### config.mk
export PLATFORM = sky130hd
export DESIGN_NAME = dmix_top
export DESIGN_NICKNAME = d
export VERILOG_FILES = /design/src/design/dmix_pkg.sv /design/src/design/dmix_cfg_pkg.sv /design/src/design/dmix_regs.sv /design/src/design/mixer.sv /design/src/design/dac_drv.sv /design/src/design/dmix_top.sv
export SDC_FILE = /design/constraint.sdc
export NUM_CORES = 2
export LEC_CHECK = 0
export BUFFER_PORTS_ARGS = -buffer_cell sky130_fd_sc_hd__buf_2
export CORE_UTILIZATION = 54
export CTS_BUF_LIST = sky130_fd_sc_hd__clkbuf_4
export CTS_CLUSTER_DIAMETER = 50
export CTS_CLUSTER_SIZE = 30
export DETAILED_ROUTE_END_ITERATION = 10
export PLACE_DENSITY = 0.73
export SYNTH_ARGS = -nofsm -noshare
export SYNTH_HDL_FRONTEND = slang
export SYNTH_SLANG_ARGS = --single-unit
### constraint.sdc
create_clock -name clk -period 7.1 [get_ports clk]
set_input_delay 0.71 -clock clk [delete_from_list [all_inputs] [get_ports clk]]
set_output_delay 0.71 -clock clk [all_outputs]
set_load 0.01 [all_outputs]
### src/design/dmix_pkg.sv
`default_nettype none

package dmix_pkg;

    // mix geometry
    localparam int NUM_CH    = 2;                // channel sources summed
    localparam int SAMPLE_W  = 24;               // signed pcm word
    localparam int GAIN_W    = 16;               // unsigned gain, 8.8 fixed point
    localparam int GAIN_FRAC = 8;
    localparam logic [GAIN_W-1:0] GAIN_UNITY = 16'h0100;

    // arithmetic widths, the gain gets a zero sign bit before the multiply
    localparam int MUL_W    = SAMPLE_W + GAIN_W + 1;
    localparam int SCALED_W = MUL_W - GAIN_FRAC;            // product after >>> 8
    localparam int SUM_W    = SCALED_W + $clog2(NUM_CH) + 1; // headroom for the channel sum

    // i2s frame, all counts in master clocks
    localparam int CLK_PER_BCK  = 4;
    localparam int BCK_PER_SLOT = 32;
    localparam int SLOT_CLKS    = CLK_PER_BCK * BCK_PER_SLOT; // 128
    localparam int FRAME_CLKS   = 2 * SLOT_CLKS;              // 256, must be a power of two
    localparam int POP_LEAD     = 16;                         // pop this early before a slot
    localparam int CNT_W        = $clog2(FRAME_CLKS);
    localparam int PHASE_W      = $clog2(CLK_PER_BCK);        // clock phase within one bck
    localparam int SLOT_W       = $clog2(SLOT_CLKS);          // position within one slot

    typedef logic signed [SAMPLE_W-1:0] sample_t;

    typedef struct packed {
        sample_t l;
        sample_t r;
    } stereo_t;

    // one-hot side strobe, bit 0 left, bit 1 right
    typedef logic [1:0] side_t;

    localparam side_t SIDE_NONE = 2'b00;
    localparam side_t SIDE_L    = 2'b01;
    localparam side_t SIDE_R    = 2'b10;

endpackage

`default_nettype wire

### src/design/dmix_cfg_pkg.sv
`default_nettype none

package dmix_cfg_pkg;

    localparam int CFG_ADDR_W = 2;
    localparam int CFG_DATA_W = 32;

    // 0 .. NUM_CH-1 are channel gains, then the control word
    localparam logic [CFG_ADDR_W-1:0] ADDR_CTRL = CFG_ADDR_W'(dmix_pkg::NUM_CH);

    typedef logic [dmix_pkg::GAIN_W-1:0] gain_t;

    typedef struct packed {
        logic                  we;
        logic [CFG_ADDR_W-1:0] addr;
        logic [CFG_DATA_W-1:0] data;
    } cfg_wr_t;

    // gain view, left gain sits in the low half
    typedef struct packed {
        gain_t gain_r;
        gain_t gain_l;
    } gain_view_t;

    // control view, mute bit n belongs to channel n
    typedef struct packed {
        logic [CFG_DATA_W-dmix_pkg::NUM_CH-2:0] rsvd;
        logic                                   clear_underrun;
        logic [dmix_pkg::NUM_CH-1:0]            mute;
    } ctrl_view_t;

    typedef union packed {
        gain_view_t gain;
        ctrl_view_t ctrl;
    } cfg_word_u;

    typedef struct packed {
        gain_t gain_l;
        gain_t gain_r;
        logic  mute;
    } chan_cfg_t;

    typedef chan_cfg_t [dmix_pkg::NUM_CH-1:0] mix_cfg_t;

endpackage

`default_nettype wire

### src/design/dmix_regs.sv
`timescale 1ns/1ps
`default_nettype none

module dmix_regs (
    input  wire logic                   clk,
    input  wire logic                   reset_i,
    input  wire dmix_cfg_pkg::cfg_wr_t  cfg_i,
    input  wire logic                   underrun_i,  // one-cycle pulse from the dac driver
    output dmix_cfg_pkg::mix_cfg_t      mix_cfg_o,
    output logic                        led_o
);

    dmix_cfg_pkg::cfg_word_u word;       // same bits, read by address
    logic                    ctrl_wr;
    logic                    underrun_q; // sticky

    assign word    = cfg_i.data;
    assign ctrl_wr = cfg_i.we && (cfg_i.addr == dmix_cfg_pkg::ADDR_CTRL);

    // gains and mute mask
    always_ff @(posedge clk) begin
        if (reset_i) begin
            for (int ch = 0; ch < dmix_pkg::NUM_CH; ch++) begin
                mix_cfg_o[ch].gain_l <= dmix_pkg::GAIN_UNITY; // unity after reset
                mix_cfg_o[ch].gain_r <= dmix_pkg::GAIN_UNITY;
                mix_cfg_o[ch].mute   <= 1'b0;
            end
        end else begin
            for (int ch = 0; ch < dmix_pkg::NUM_CH; ch++) begin
                // gain address, one per channel
                if (cfg_i.we && cfg_i.addr == dmix_cfg_pkg::CFG_ADDR_W'(ch)) begin
                    mix_cfg_o[ch].gain_l <= word.gain.gain_l;
                    mix_cfg_o[ch].gain_r <= word.gain.gain_r;
                end
                if (ctrl_wr) begin
                    mix_cfg_o[ch].mute <= word.ctrl.mute[ch]; // whole mask rewritten
                end
            end
        end
    end

    // underrun flag, a new underrun wins over a clear in the same cycle
    always_ff @(posedge clk) begin
        if (reset_i) begin
            underrun_q <= 1'b0;
        end else if (underrun_i) begin
            underrun_q <= 1'b1;
        end else if (ctrl_wr && word.ctrl.clear_underrun) begin
            underrun_q <= 1'b0;
        end
    end

    assign led_o = underrun_q; // lit once any slot went out empty

endmodule

`default_nettype wire

### src/design/mixer.sv
`timescale 1ns/1ps
`default_nettype none

// four stage pipe, pop at t gives ack_o at t+4
//   t+1 pop fanned out to all sources
//   t+2 sources ack, gain applied on the fly
//   t+3 scaled products registered
//   t+4 sum saturated, ack back to the driver
module mixer (
    input  wire logic                                   clk,
    input  wire logic                                   reset_i,
    input  wire dmix_cfg_pkg::mix_cfg_t                 cfg_i,
    input  wire dmix_pkg::side_t                        pop_i,
    output dmix_pkg::side_t                             ack_o,
    output dmix_pkg::sample_t                           data_o,
    output dmix_pkg::side_t [dmix_pkg::NUM_CH-1:0]      src_pop_o,
    input  wire dmix_pkg::side_t [dmix_pkg::NUM_CH-1:0] src_ack_i,
    input  wire dmix_pkg::sample_t [dmix_pkg::NUM_CH-1:0] src_data_i
);

    dmix_pkg::side_t pop_q;  // stage 1 tag
    dmix_pkg::side_t tag2_q; // stage 2 tag, the cycle sources answer in
    dmix_pkg::side_t tag3_q; // stage 3 tag, rides with prod_q

    dmix_cfg_pkg::gain_t               gain [dmix_pkg::NUM_CH];
    logic                              hit  [dmix_pkg::NUM_CH]; // acked and not muted
    logic signed [dmix_pkg::MUL_W-1:0] mul  [dmix_pkg::NUM_CH];

    logic signed [dmix_pkg::SCALED_W-1:0] prod_q [dmix_pkg::NUM_CH];
    logic signed [dmix_pkg::SUM_W-1:0]    sum;

    // clip to the 24-bit range, in range when every bit above the sample sign agrees
    function automatic dmix_pkg::sample_t sat(input logic signed [dmix_pkg::SUM_W-1:0] v);
        logic [dmix_pkg::SUM_W-dmix_pkg::SAMPLE_W:0] top;
        top = v[dmix_pkg::SUM_W-1:dmix_pkg::SAMPLE_W-1];
        if (top == {(dmix_pkg::SUM_W-dmix_pkg::SAMPLE_W+1){v[dmix_pkg::SUM_W-1]}}) begin
            return v[dmix_pkg::SAMPLE_W-1:0];
        end
        if (v[dmix_pkg::SUM_W-1]) begin
            return {1'b1, {(dmix_pkg::SAMPLE_W-1){1'b0}}}; // most negative
        end
        return {1'b0, {(dmix_pkg::SAMPLE_W-1){1'b1}}};     // most positive
    endfunction

    // side tag pipe
    always_ff @(posedge clk) begin
        if (reset_i) begin
            pop_q  <= dmix_pkg::SIDE_NONE;
            tag2_q <= dmix_pkg::SIDE_NONE;
            tag3_q <= dmix_pkg::SIDE_NONE;
            ack_o  <= dmix_pkg::SIDE_NONE;
        end else begin
            pop_q  <= pop_i;
            tag2_q <= pop_q;
            tag3_q <= tag2_q;
            ack_o  <= tag3_q;
        end
    end

    always_comb begin
        for (int ch = 0; ch < dmix_pkg::NUM_CH; ch++) begin
            src_pop_o[ch] = pop_q; // every source popped together
        end
    end

    // gain by side, zero-extended so the multiply stays signed
    always_comb begin
        for (int ch = 0; ch < dmix_pkg::NUM_CH; ch++) begin
            gain[ch] = tag2_q[1] ? cfg_i[ch].gain_r : cfg_i[ch].gain_l;
            hit[ch]  = |(src_ack_i[ch] & tag2_q) && !cfg_i[ch].mute; // a silent source is 0
            mul[ch]  = $signed(src_data_i[ch]) * $signed({1'b0, gain[ch]});
        end
    end

    // arithmetic >>> GAIN_FRAC by dropping the fraction bits
    always_ff @(posedge clk) begin
        for (int ch = 0; ch < dmix_pkg::NUM_CH; ch++) begin
            if (hit[ch]) begin
                prod_q[ch] <= mul[ch][dmix_pkg::MUL_W-1:dmix_pkg::GAIN_FRAC];
            end else begin
                prod_q[ch] <= '0;
            end
        end
    end

    always_comb begin
        sum = '0;
        for (int ch = 0; ch < dmix_pkg::NUM_CH; ch++) begin
            sum = sum + dmix_pkg::SUM_W'(prod_q[ch]); // sign extended
        end
    end

    always_ff @(posedge clk) begin
        data_o <= sat(sum); // read by the driver only with ack_o
    end

endmodule

`default_nettype wire

### src/design/dac_drv.sv
`timescale 1ns/1ps
`default_nettype none

// free-running i2s master, one frame per FRAME_CLKS
// cnt bit 0 is sck, bit PHASE_W-1 is bck, bit SLOT_W is lrck
module dac_drv (
    input  wire logic              clk,
    input  wire logic              reset_i,
    input  wire dmix_pkg::sample_t data_i,
    input  wire dmix_pkg::side_t   ack_i,
    output dmix_pkg::side_t        pop_o,
    output logic                   underrun_o,
    output logic                   sck_o,
    output logic                   bck_o,
    output logic                   lrck_o,
    output logic                   data_o
);

    logic [dmix_pkg::CNT_W-1:0] cnt_q;
    logic [dmix_pkg::CNT_W-1:0] cnt_nxt;
    logic                       run_q;     // set at the first left slot
    logic                       run_nxt;
    logic                       edge_nxt;  // bck falls entering the next cycle
    logic                       slot_nxt;  // slot starts next cycle
    logic                       side_nxt;  // 0 left, 1 right

    dmix_pkg::side_t   pop_nxt;
    dmix_pkg::side_t   pop_q;
    dmix_pkg::stereo_t hold_q;             // waiting sample per side
    dmix_pkg::side_t   hold_v_q;
    dmix_pkg::side_t   hold_v_nxt;
    logic              next_v;
    dmix_pkg::sample_t next_smp;
    dmix_pkg::sample_t load_smp;
    logic              underrun_q;

    logic [dmix_pkg::SAMPLE_W:0] sh_q;     // extra top bit is the one-bck i2s delay

    assign cnt_nxt  = cnt_q + 1'b1;        // wraps at FRAME_CLKS
    assign run_nxt  = run_q || (cnt_nxt == '0);
    assign edge_nxt = (cnt_nxt[dmix_pkg::PHASE_W-1:0] == '0);
    assign slot_nxt = (cnt_nxt[dmix_pkg::SLOT_W-1:0] == '0);
    assign side_nxt = cnt_nxt[dmix_pkg::SLOT_W];

    // pop the side of the coming slot POP_LEAD clocks early
    always_comb begin
        pop_nxt = dmix_pkg::SIDE_NONE;
        if (cnt_nxt == dmix_pkg::CNT_W'(dmix_pkg::FRAME_CLKS - dmix_pkg::POP_LEAD)) begin
            pop_nxt = dmix_pkg::SIDE_L;    // also in the pre-roll frame
        end else if (run_q &&
                     cnt_nxt == dmix_pkg::CNT_W'(dmix_pkg::SLOT_CLKS - dmix_pkg::POP_LEAD)) begin
            pop_nxt = dmix_pkg::SIDE_R;
        end
    end

    // a new pop drops any stale sample, a slot start consumes it, ack refills it
    always_comb begin
        hold_v_nxt = hold_v_q & ~pop_nxt;
        if (slot_nxt) begin
            hold_v_nxt[side_nxt] = 1'b0;
        end
        hold_v_nxt = hold_v_nxt | ack_i;
    end

    assign next_v   = hold_v_q[side_nxt];
    assign next_smp = side_nxt ? hold_q.r : hold_q.l;
    assign load_smp = (next_v && run_nxt) ? next_smp : '0; // zeros when nothing came

    always_ff @(posedge clk) begin
        if (reset_i) begin
            cnt_q      <= '0;
            run_q      <= 1'b0;
            pop_q      <= dmix_pkg::SIDE_NONE;
            hold_v_q   <= dmix_pkg::SIDE_NONE;
            underrun_q <= 1'b0;
            sh_q       <= '0;
        end else begin
            cnt_q      <= cnt_nxt;
            run_q      <= run_nxt;
            pop_q      <= pop_nxt;
            hold_v_q   <= hold_v_nxt;
            underrun_q <= slot_nxt && run_nxt && !next_v; // pulse at slot start
            if (slot_nxt) begin
                sh_q <= {1'b0, load_smp};
            end else if (edge_nxt) begin
                sh_q <= {sh_q[dmix_pkg::SAMPLE_W-1:0], 1'b0}; // msb first, zero fill
            end
        end
    end

    // payload only
    always_ff @(posedge clk) begin
        if (ack_i[0]) hold_q.l <= data_i;
        if (ack_i[1]) hold_q.r <= data_i;
    end

    assign pop_o      = pop_q;
    assign underrun_o = underrun_q;
    assign sck_o      = cnt_q[0];                          // clk/2, runs from reset
    assign bck_o      = run_q & cnt_q[dmix_pkg::PHASE_W-1]; // held low in pre-roll
    assign lrck_o     = run_q & cnt_q[dmix_pkg::SLOT_W];    // low = left slot
    assign data_o     = sh_q[dmix_pkg::SAMPLE_W];

endmodule

`default_nettype wire

### src/design/dmix_top.sv
`timescale 1ns/1ps
`default_nettype none

module dmix_top (
    input  wire logic                                   clk,
    input  wire logic                                   reset_i,

    input  wire dmix_cfg_pkg::cfg_wr_t                  cfg_i,

    // channel sources, answered one clock after pop
    output dmix_pkg::side_t [dmix_pkg::NUM_CH-1:0]      src_pop_o,
    input  wire dmix_pkg::side_t [dmix_pkg::NUM_CH-1:0] src_ack_i,
    input  wire dmix_pkg::sample_t [dmix_pkg::NUM_CH-1:0] src_data_i,

    // i2s to dac
    output logic                                        dac_sck_o,
    output logic                                        dac_bck_o,
    output logic                                        dac_lrck_o,
    output logic                                        dac_data_o,

    output logic                                        led_o  // sticky underrun
);

    dmix_cfg_pkg::mix_cfg_t mix_cfg;
    dmix_pkg::side_t        mix_pop;   // driver -> mixer
    dmix_pkg::side_t        mix_ack;   // mixer -> driver, 4 clocks later
    dmix_pkg::sample_t      mix_data;
    logic                   underrun;

    dmix_regs regs (
        .clk        (clk),
        .reset_i    (reset_i),
        .cfg_i      (cfg_i),
        .underrun_i (underrun),
        .mix_cfg_o  (mix_cfg),
        .led_o      (led_o)
    );

    mixer mixer (
        .clk        (clk),
        .reset_i    (reset_i),
        .cfg_i      (mix_cfg),
        .pop_i      (mix_pop),
        .ack_o      (mix_ack),
        .data_o     (mix_data),
        .src_pop_o  (src_pop_o),
        .src_ack_i  (src_ack_i),
        .src_data_i (src_data_i)
    );

    dac_drv dac (
        .clk        (clk),
        .reset_i    (reset_i),
        .data_i     (mix_data),
        .ack_i      (mix_ack),
        .pop_o      (mix_pop),
        .underrun_o (underrun),
        .sck_o      (dac_sck_o),
        .bck_o      (dac_bck_o),
        .lrck_o     (dac_lrck_o),
        .data_o     (dac_data_o)
    );

endmodule

`default_nettype wire

**Word level (Yosys, flattened, before mapping)**

Memory sizes are Yosys's and may differ from the RTL's.
Cells that the tools add are included.

- Multiply operators: 2
- Muxes and demuxes: 30
- Reduce and logical (&&, ||, !) cells: 24
- Eq/ne operators: 5
- Add/sub/neg operators: 2
- Bitwise gates (word level): 11
- $lt $le $gt $ge: 2

Operators by type and width:

| kind | count |
|---|---|
| $mux W24 | 8 |
| $mul A24 B17 Y41 | 2 |
| $mux W33 | 2 |
| $add A33 B33 Y34 | 1 |
| $mux W16 | 2 |
| $mux W1 | 14 |
| $eq A11 B11 Y1 | 1 |
| $logic_and A1 B1 Y1 | 11 |
| $add A8 B1 Y8 const B | 1 |
| $and A2 B2 Y2 | 4 |
| $eq A8 B7 Y1 const B | 1 |
| $eq A8 B8 Y1 const B | 1 |
| $logic_not A8 Y1 | 1 |
| $logic_not A7 Y1 | 1 |
| $mux W2 | 3 |
| $reduce_or A2 Y1 | 3 |
| $logic_not A2 Y1 | 2 |
| $not A2 Y2 | 2 |
| $reduce_bool A2 Y1 | 2 |
| $logic_not A1 Y1 | 3 |
| $and A1 B1 Y1 | 2 |
| $eq A2 B1 Y1 const B | 1 |
| $eq A2 B2 Y1 const B | 1 |
| $lt A1 B2 Y1 const B | 1 |
| 5 further kinds | 6 |

- Flip-flop bits (word level): 186
- Memory bits (writable): 66
- Memories kept: 1
- Bits of input ports: 89
- Output and inout bits: 9
- Logic and storage cells: 98

Memory list:

| name | words | bits a word | read ports | clocked after Yosys merged registers in | write ports | line | source |
|---|---|---|---|---|---|---|---|
| mixer.prod_q | 2 | 33 | 2 | 0 | 2 | mixer.sv:29 | `logic signed [dmix_pkg::SCALED_W-1:0] prod_q [dmix_pkg::NUM_CH];` |

**Logic depth before layout (Yosys ltp)**

- Depth after elaboration: 10
- Gate-level depth with buffers: 28
- Depth with buffers taken out: 25

**Cells and area by module**

A second synthesis with hierarchy kept.

- Cells, all modules: 4147
- Area, all modules: 38308.0 µm²

Modules (own cells, without submodules):

| module | times used | seq. area each (µm²) | area each (µm²) | cells an instance |
|---|---|---|---|---|
| mixer | 1 | 1961.9 | 31870.6 | 3555 |
| dac_drv | 1 | 2222.1 | 3652.3 | 334 |
| dmix_regs | 1 | 1341.3 | 2785.2 | 258 |

**Worst setup path before layout**

OpenSTA, ideal clock, no wires.

- Kind: register to register
- Start point: register mixer.tag2_q[1]
- End point: memory mixer.prod_q[0][29] (netlist bit)
- Data arrival time: 7.168 ns
- Buffers on the path: 3
- Period minus slack after synthesis: 7.289 ns
- Setup time: 0.121 ns
- Stages on the path, launching flop included: 27
- Setup slack: -0.189 ns
- Data required time: 6.979 ns
- Cells stage by stage: dfxtp_1 clkbuf_1 buf_1 mux2i_1 clkbuf_1 nor2b_1 fa_1 inv_1 fa_1 fa_1 fa_1 inv_1 fa_1 inv_1 fa_1 inv_1 ha_1 a21o_1 a21o_1 a21oi_1 o21ai_0 a21oi_1 o31ai_1 a221o_1 a211oi_1 a21oi_1 mux2i_1

RTL lines:

| what | line | source |
|---|---|---|
| start: declaration | mixer.sv:22 | `dmix_pkg::side_t tag2_q;` |
| start signal: assignment | mixer.sv:49 | `tag2_q <= dmix_pkg::SIDE_NONE;` |
| start signal: assignment | mixer.sv:54 | `tag2_q <= pop_q;` |
| end: declaration | mixer.sv:29 |  |

==> impl_metrics.py <==
metrics = {
    "status": {
        "run_status": "finished clean",
    },
    "timing": {
        "setup_viol": 0,
        "setup_ws_ns": 0.201,
        "worst_slew_pin_slew_ns": 1.21,
        "timing.fmax_mhz": 145,
        "skew_ns": 0.0598,
        "period_needed_ns": 6.90,
        "drv_slew": 0,
        "relSlewSlack_pct": 19.6,
        "finalHoldViolations": 0,
        "min_period_over_period_pct": 97.2,
    },
    "drt": {
        "wl_met3_um": 6610,
        "vias": 28100,
        "drt-initial-drc-count": 1916,
        "drt_pass1_iterations": 6,
        "drt-total-wl_um": 92900,
        "wl_per_cell_um": 17.8,
        "wl_met1_um": 37400,
        "met2WireLength_um": 44000,
        "top_layer": "met5",
        "ant_nets": 0,
        "drc": 0,
        "via_per_inst": 5.39,
    },
    "finish": {
        "multi_input_area_um2": 28400,
        "fin_cells": 5212,
        "nNetsFinal": 5333,
        "syn_to_final_growth_pct": 6.20,
        "seq_area_um2": 5530,
        "fin_util_pct": 58.4,
        "layout-drive-gt1-share_pct": 7.16,
        "fill_cells": 6106,
    },
    "logic_synthesis": {
        "synth_mux_area_share_pct": 1.90,
        "synth-simple-area-share_pct": 15.9,
        "ys_top_cells_by_area": "fa_1 (40%), dfxtp_1 (11%), inv_1 (9.2%), ha_1 (7.7%), nand2_1 (6.6%)",
        "synth_area_leader_cell": "fa_1",
        "async_reset_ff_share_pct": 0,
        "yosys.cell_types.count": 85,
        "syn_area_per_cell_um2": 9.01,
        "synth-compound-area-share_pct": 7.10,
        "ys_seq_area_share_pct": 14.5,
        "synth_most_common_cell": "inv_1",
        "synth_top_family_by_area": "adder cells",
        "synth_top_area_share_pct": 39.5,
        "synth_edf_count": 48,
        "netlist_instances": 4225,
        "ys_top_cells_by_count": "inv_1 (936), fa_1 (751), nand2_1 (667)",
        "synth_nets": 5298,
        "synthAdderAreaFrac_pct": 47.2,
        "ys.warnings.count": 0,
        "synth-seq-cells": 252,
        "netlist_area_um2": 38100,
        "synth_xor_area_share_pct": 2.12,
        "synth_flop_cell": "dfxtp_1",
    },
    "worst_setup_path": {
        "start_kind": "flip-flop",
        "crit_buf_inv": 7,
        "critPathKind": "flip-flop to flip-flop",
        "critPathMostFrequentCell": "fa_1",
        "cp_top_family": "adder cells",
        "max_stage_delay_ns": 0.53,
        "critPathArrivalTime_ns": 7.60,
        "crit_path_end_kind": "flip-flop",
        "slowest_stage": "fa_1",
        "critical_path.max_fanout": 16,
        "required_ns": 7.80,
    },
    "power": {
        "max-vdd-ir-drop_v": 0.000117,
        "power_leakage_nw": 19.7,
        "p_per_area_nw_per_um2": 127,
    },
    "placed_design": {
        "dp_cells": 5161,
        "io_buffers": 97,
        "gp_congestion": 0.951,
        "preCtsSetupSlack_ns": 0.0107,
        "hpwl_um": 75700,
    },
    "cts": {
        "root_buffer": "clkbuf_4",
        "cts_tree": "done",
        "cts-hold-fix-buffers": 0,
        "clkLatencyLatePin_ns": 0.76,
        "clock_path_buffers": 3,
        "htreeDepth": 1,
        "clkSinkCount": 252,
        "cts_made_buffers": 20,
        "clk_pin_slew_ns": 0.24,
    },
    "global_routing": {
        "grt_pass1_wl_um": 150000,
        "antenna_found_initial": 9,
        "grt_max_degree": 96,
        "first_global_vias": 29100,
        "overflow": 0,
        "grtUsageTotal_pct": 26.9,
    },
    "floorplanning": {
        "die_x_um": 267,
        "start_util_pct": 55.0,
        "coreArea_um2": 69200,
        "num_io_pins": 98,
        "die_h_um": 267,
        "die-area_um2": 71600,
        "rows": 96,
    },
    "run": {
        "max_cap_violations": 0,
    },
    "min_path": {
        "worstHoldPathType": "primary input to flip-flop",
    },
}
[final timing paths]
kind,slack (ns),endpoint,cells past startpoint,start
min reg2reg,0.44,dac.hold_q[42]$_DFFE_PP_,0,mixer.data_o[18]$_DFF_P_
max reg2reg,0.20,mixer.prod_q[1][30]$_SDFF_PN0_,26,mixer.tag2_q[1]$_SDFF_PP0_
min,0.16,regs.mix_cfg_o[58]$_SDFFE_PP1P_,3,cfg_i[8]
max,0.20,mixer.prod_q[1][30]$_SDFF_PN0_,26,mixer.tag2_q[1]$_SDFF_PP0_
[metrics by stage]
step	instance area (µm²)	hold WS [ns]	TNS, ns	power [mW]
2_1_floorplan	38100	0.404	0	3.59
5_1_grt	40400	0.111	-0.0929	5.61
3_5_place_dp	39800	0.415	0	4.32
4_1_cts	40200	0.119	0	5.14
6_report	40400	0.165	0	5.14
3_3_place_gp	39800	0.405	0	4.27
[kinds of logic (layout without fill, tap and decap cells)]
family,after synthesis,in the layout
AOI/OAI and AO/OA,423,423
adders and majority gates,984,984
other,0,7
and+or+nand+nor,1288,1288
xor gates and xnor gates,92,92
muxes,68,68
buffers and inverters,1118,1167
DFF,252,252
[repair_timing]
action,4_1_cts,5_1_grt
gates cloned,0,2
resized for setup,2,29
hold endpoints to repair,0,0
endpoints found under the setup margin,3,23
setup buffers,0,6
pin swaps,0,3
[area by class of cell]
type,count,share of cell area (%)
antenna,7,0.0433
clock buffer,21,0.390
clock inverter,15,0.579
inverter,936,8.70
multi-input combinational,2855,70.3
sequential,252,13.7
tap,931,2.88
timing repair buffer,195,3.39
[worst min-delay path, cell delays in order]
cell and delay, ns:
buf_2 0.09, nand2_1 0.04, nand3b_1 0.06
[cell usage in the layout, fill, tap and decap left out, types with 10 or more instances in the layout]
| cell type | synthesis | layout |
|---|---|---|
| inv_1 | 936 | 935 |
| fa_1 | 751 | 751 |
| nand2_1 | 667 | 666 |
| nor2b_1 | 245 | 245 |
| ha_1 | 233 | 233 |
| dfxtp_1 | 204 | 203 |
| a21oi_1 | 193 | 190 |
| nor2_1 | 127 | 127 |
| buf_2 | 1 | 96 |
| buf_4 | 3 | 88 |
| and2_1 | 83 | 83 |
| xnor2_1 | 50 | 49 |
| edfxtp_1 | 48 | 48 |
| xor2_1 | 42 | 41 |
| a21o_1 | 39 | 39 |
| o21ai_0 | 42 | 38 |
| mux2i_1 | 45 | 35 |
| a211oi_1 | 37 | 34 |
| nor3_1 | 34 | 33 |
| nand2b_1 | 27 | 27 |
| nand3_1 | 23 | 22 |
| clkbuf_4 | 1 | 21 |
| a31oi_1 | 20 | 19 |
| and3_1 | 18 | 18 |
| mux2_2 | 22 | 14 |
| o21a_1 | 14 | 13 |
| nand4_1 | 12 | 12 |
| o21bai_1 | 10 | 10 |
[registers in the layout (all words and copies together), names as in the netlist]
| signal | flops |
|---|---|
| dac.hold_q | 48 |
| dac.underrun_o | 1 |
| mixer.prod_q | 66 |
| mixer.data_o | 24 |
| mixer.tag3_q | 2 |
| dac.pop_o | 2 |
| dac.run_q | 1 |
| mixer.pop_q | 2 |
| regs.mix_cfg_o | 66 |
| dac.hold_v_q | 2 |
| mixer.ack_o | 2 |
| dac.sh_q | 25 |
| dac.cnt_q | 8 |
| mixer.tag2_q | 2 |
| regs.led_o | 1 |
[layer usage]
metal / GRT usage, % / up-vias
li1: - / 12800
met1: 35.0 / 14100
met2: 44.7 / 985
met3: 4.19 / 265
met4: 11.7 / 8
met5: 0 / -
[power by group]
group | internal [mW] | total [mW] | switching [mW]
sequential | 1.48 | 1.49 | 0.0163
clock | 0.217 | 0.809 | 0.592
combinational | 1.17 | 2.84 | 1.67
Note: power is estimated with default switching activity, not from simulation.
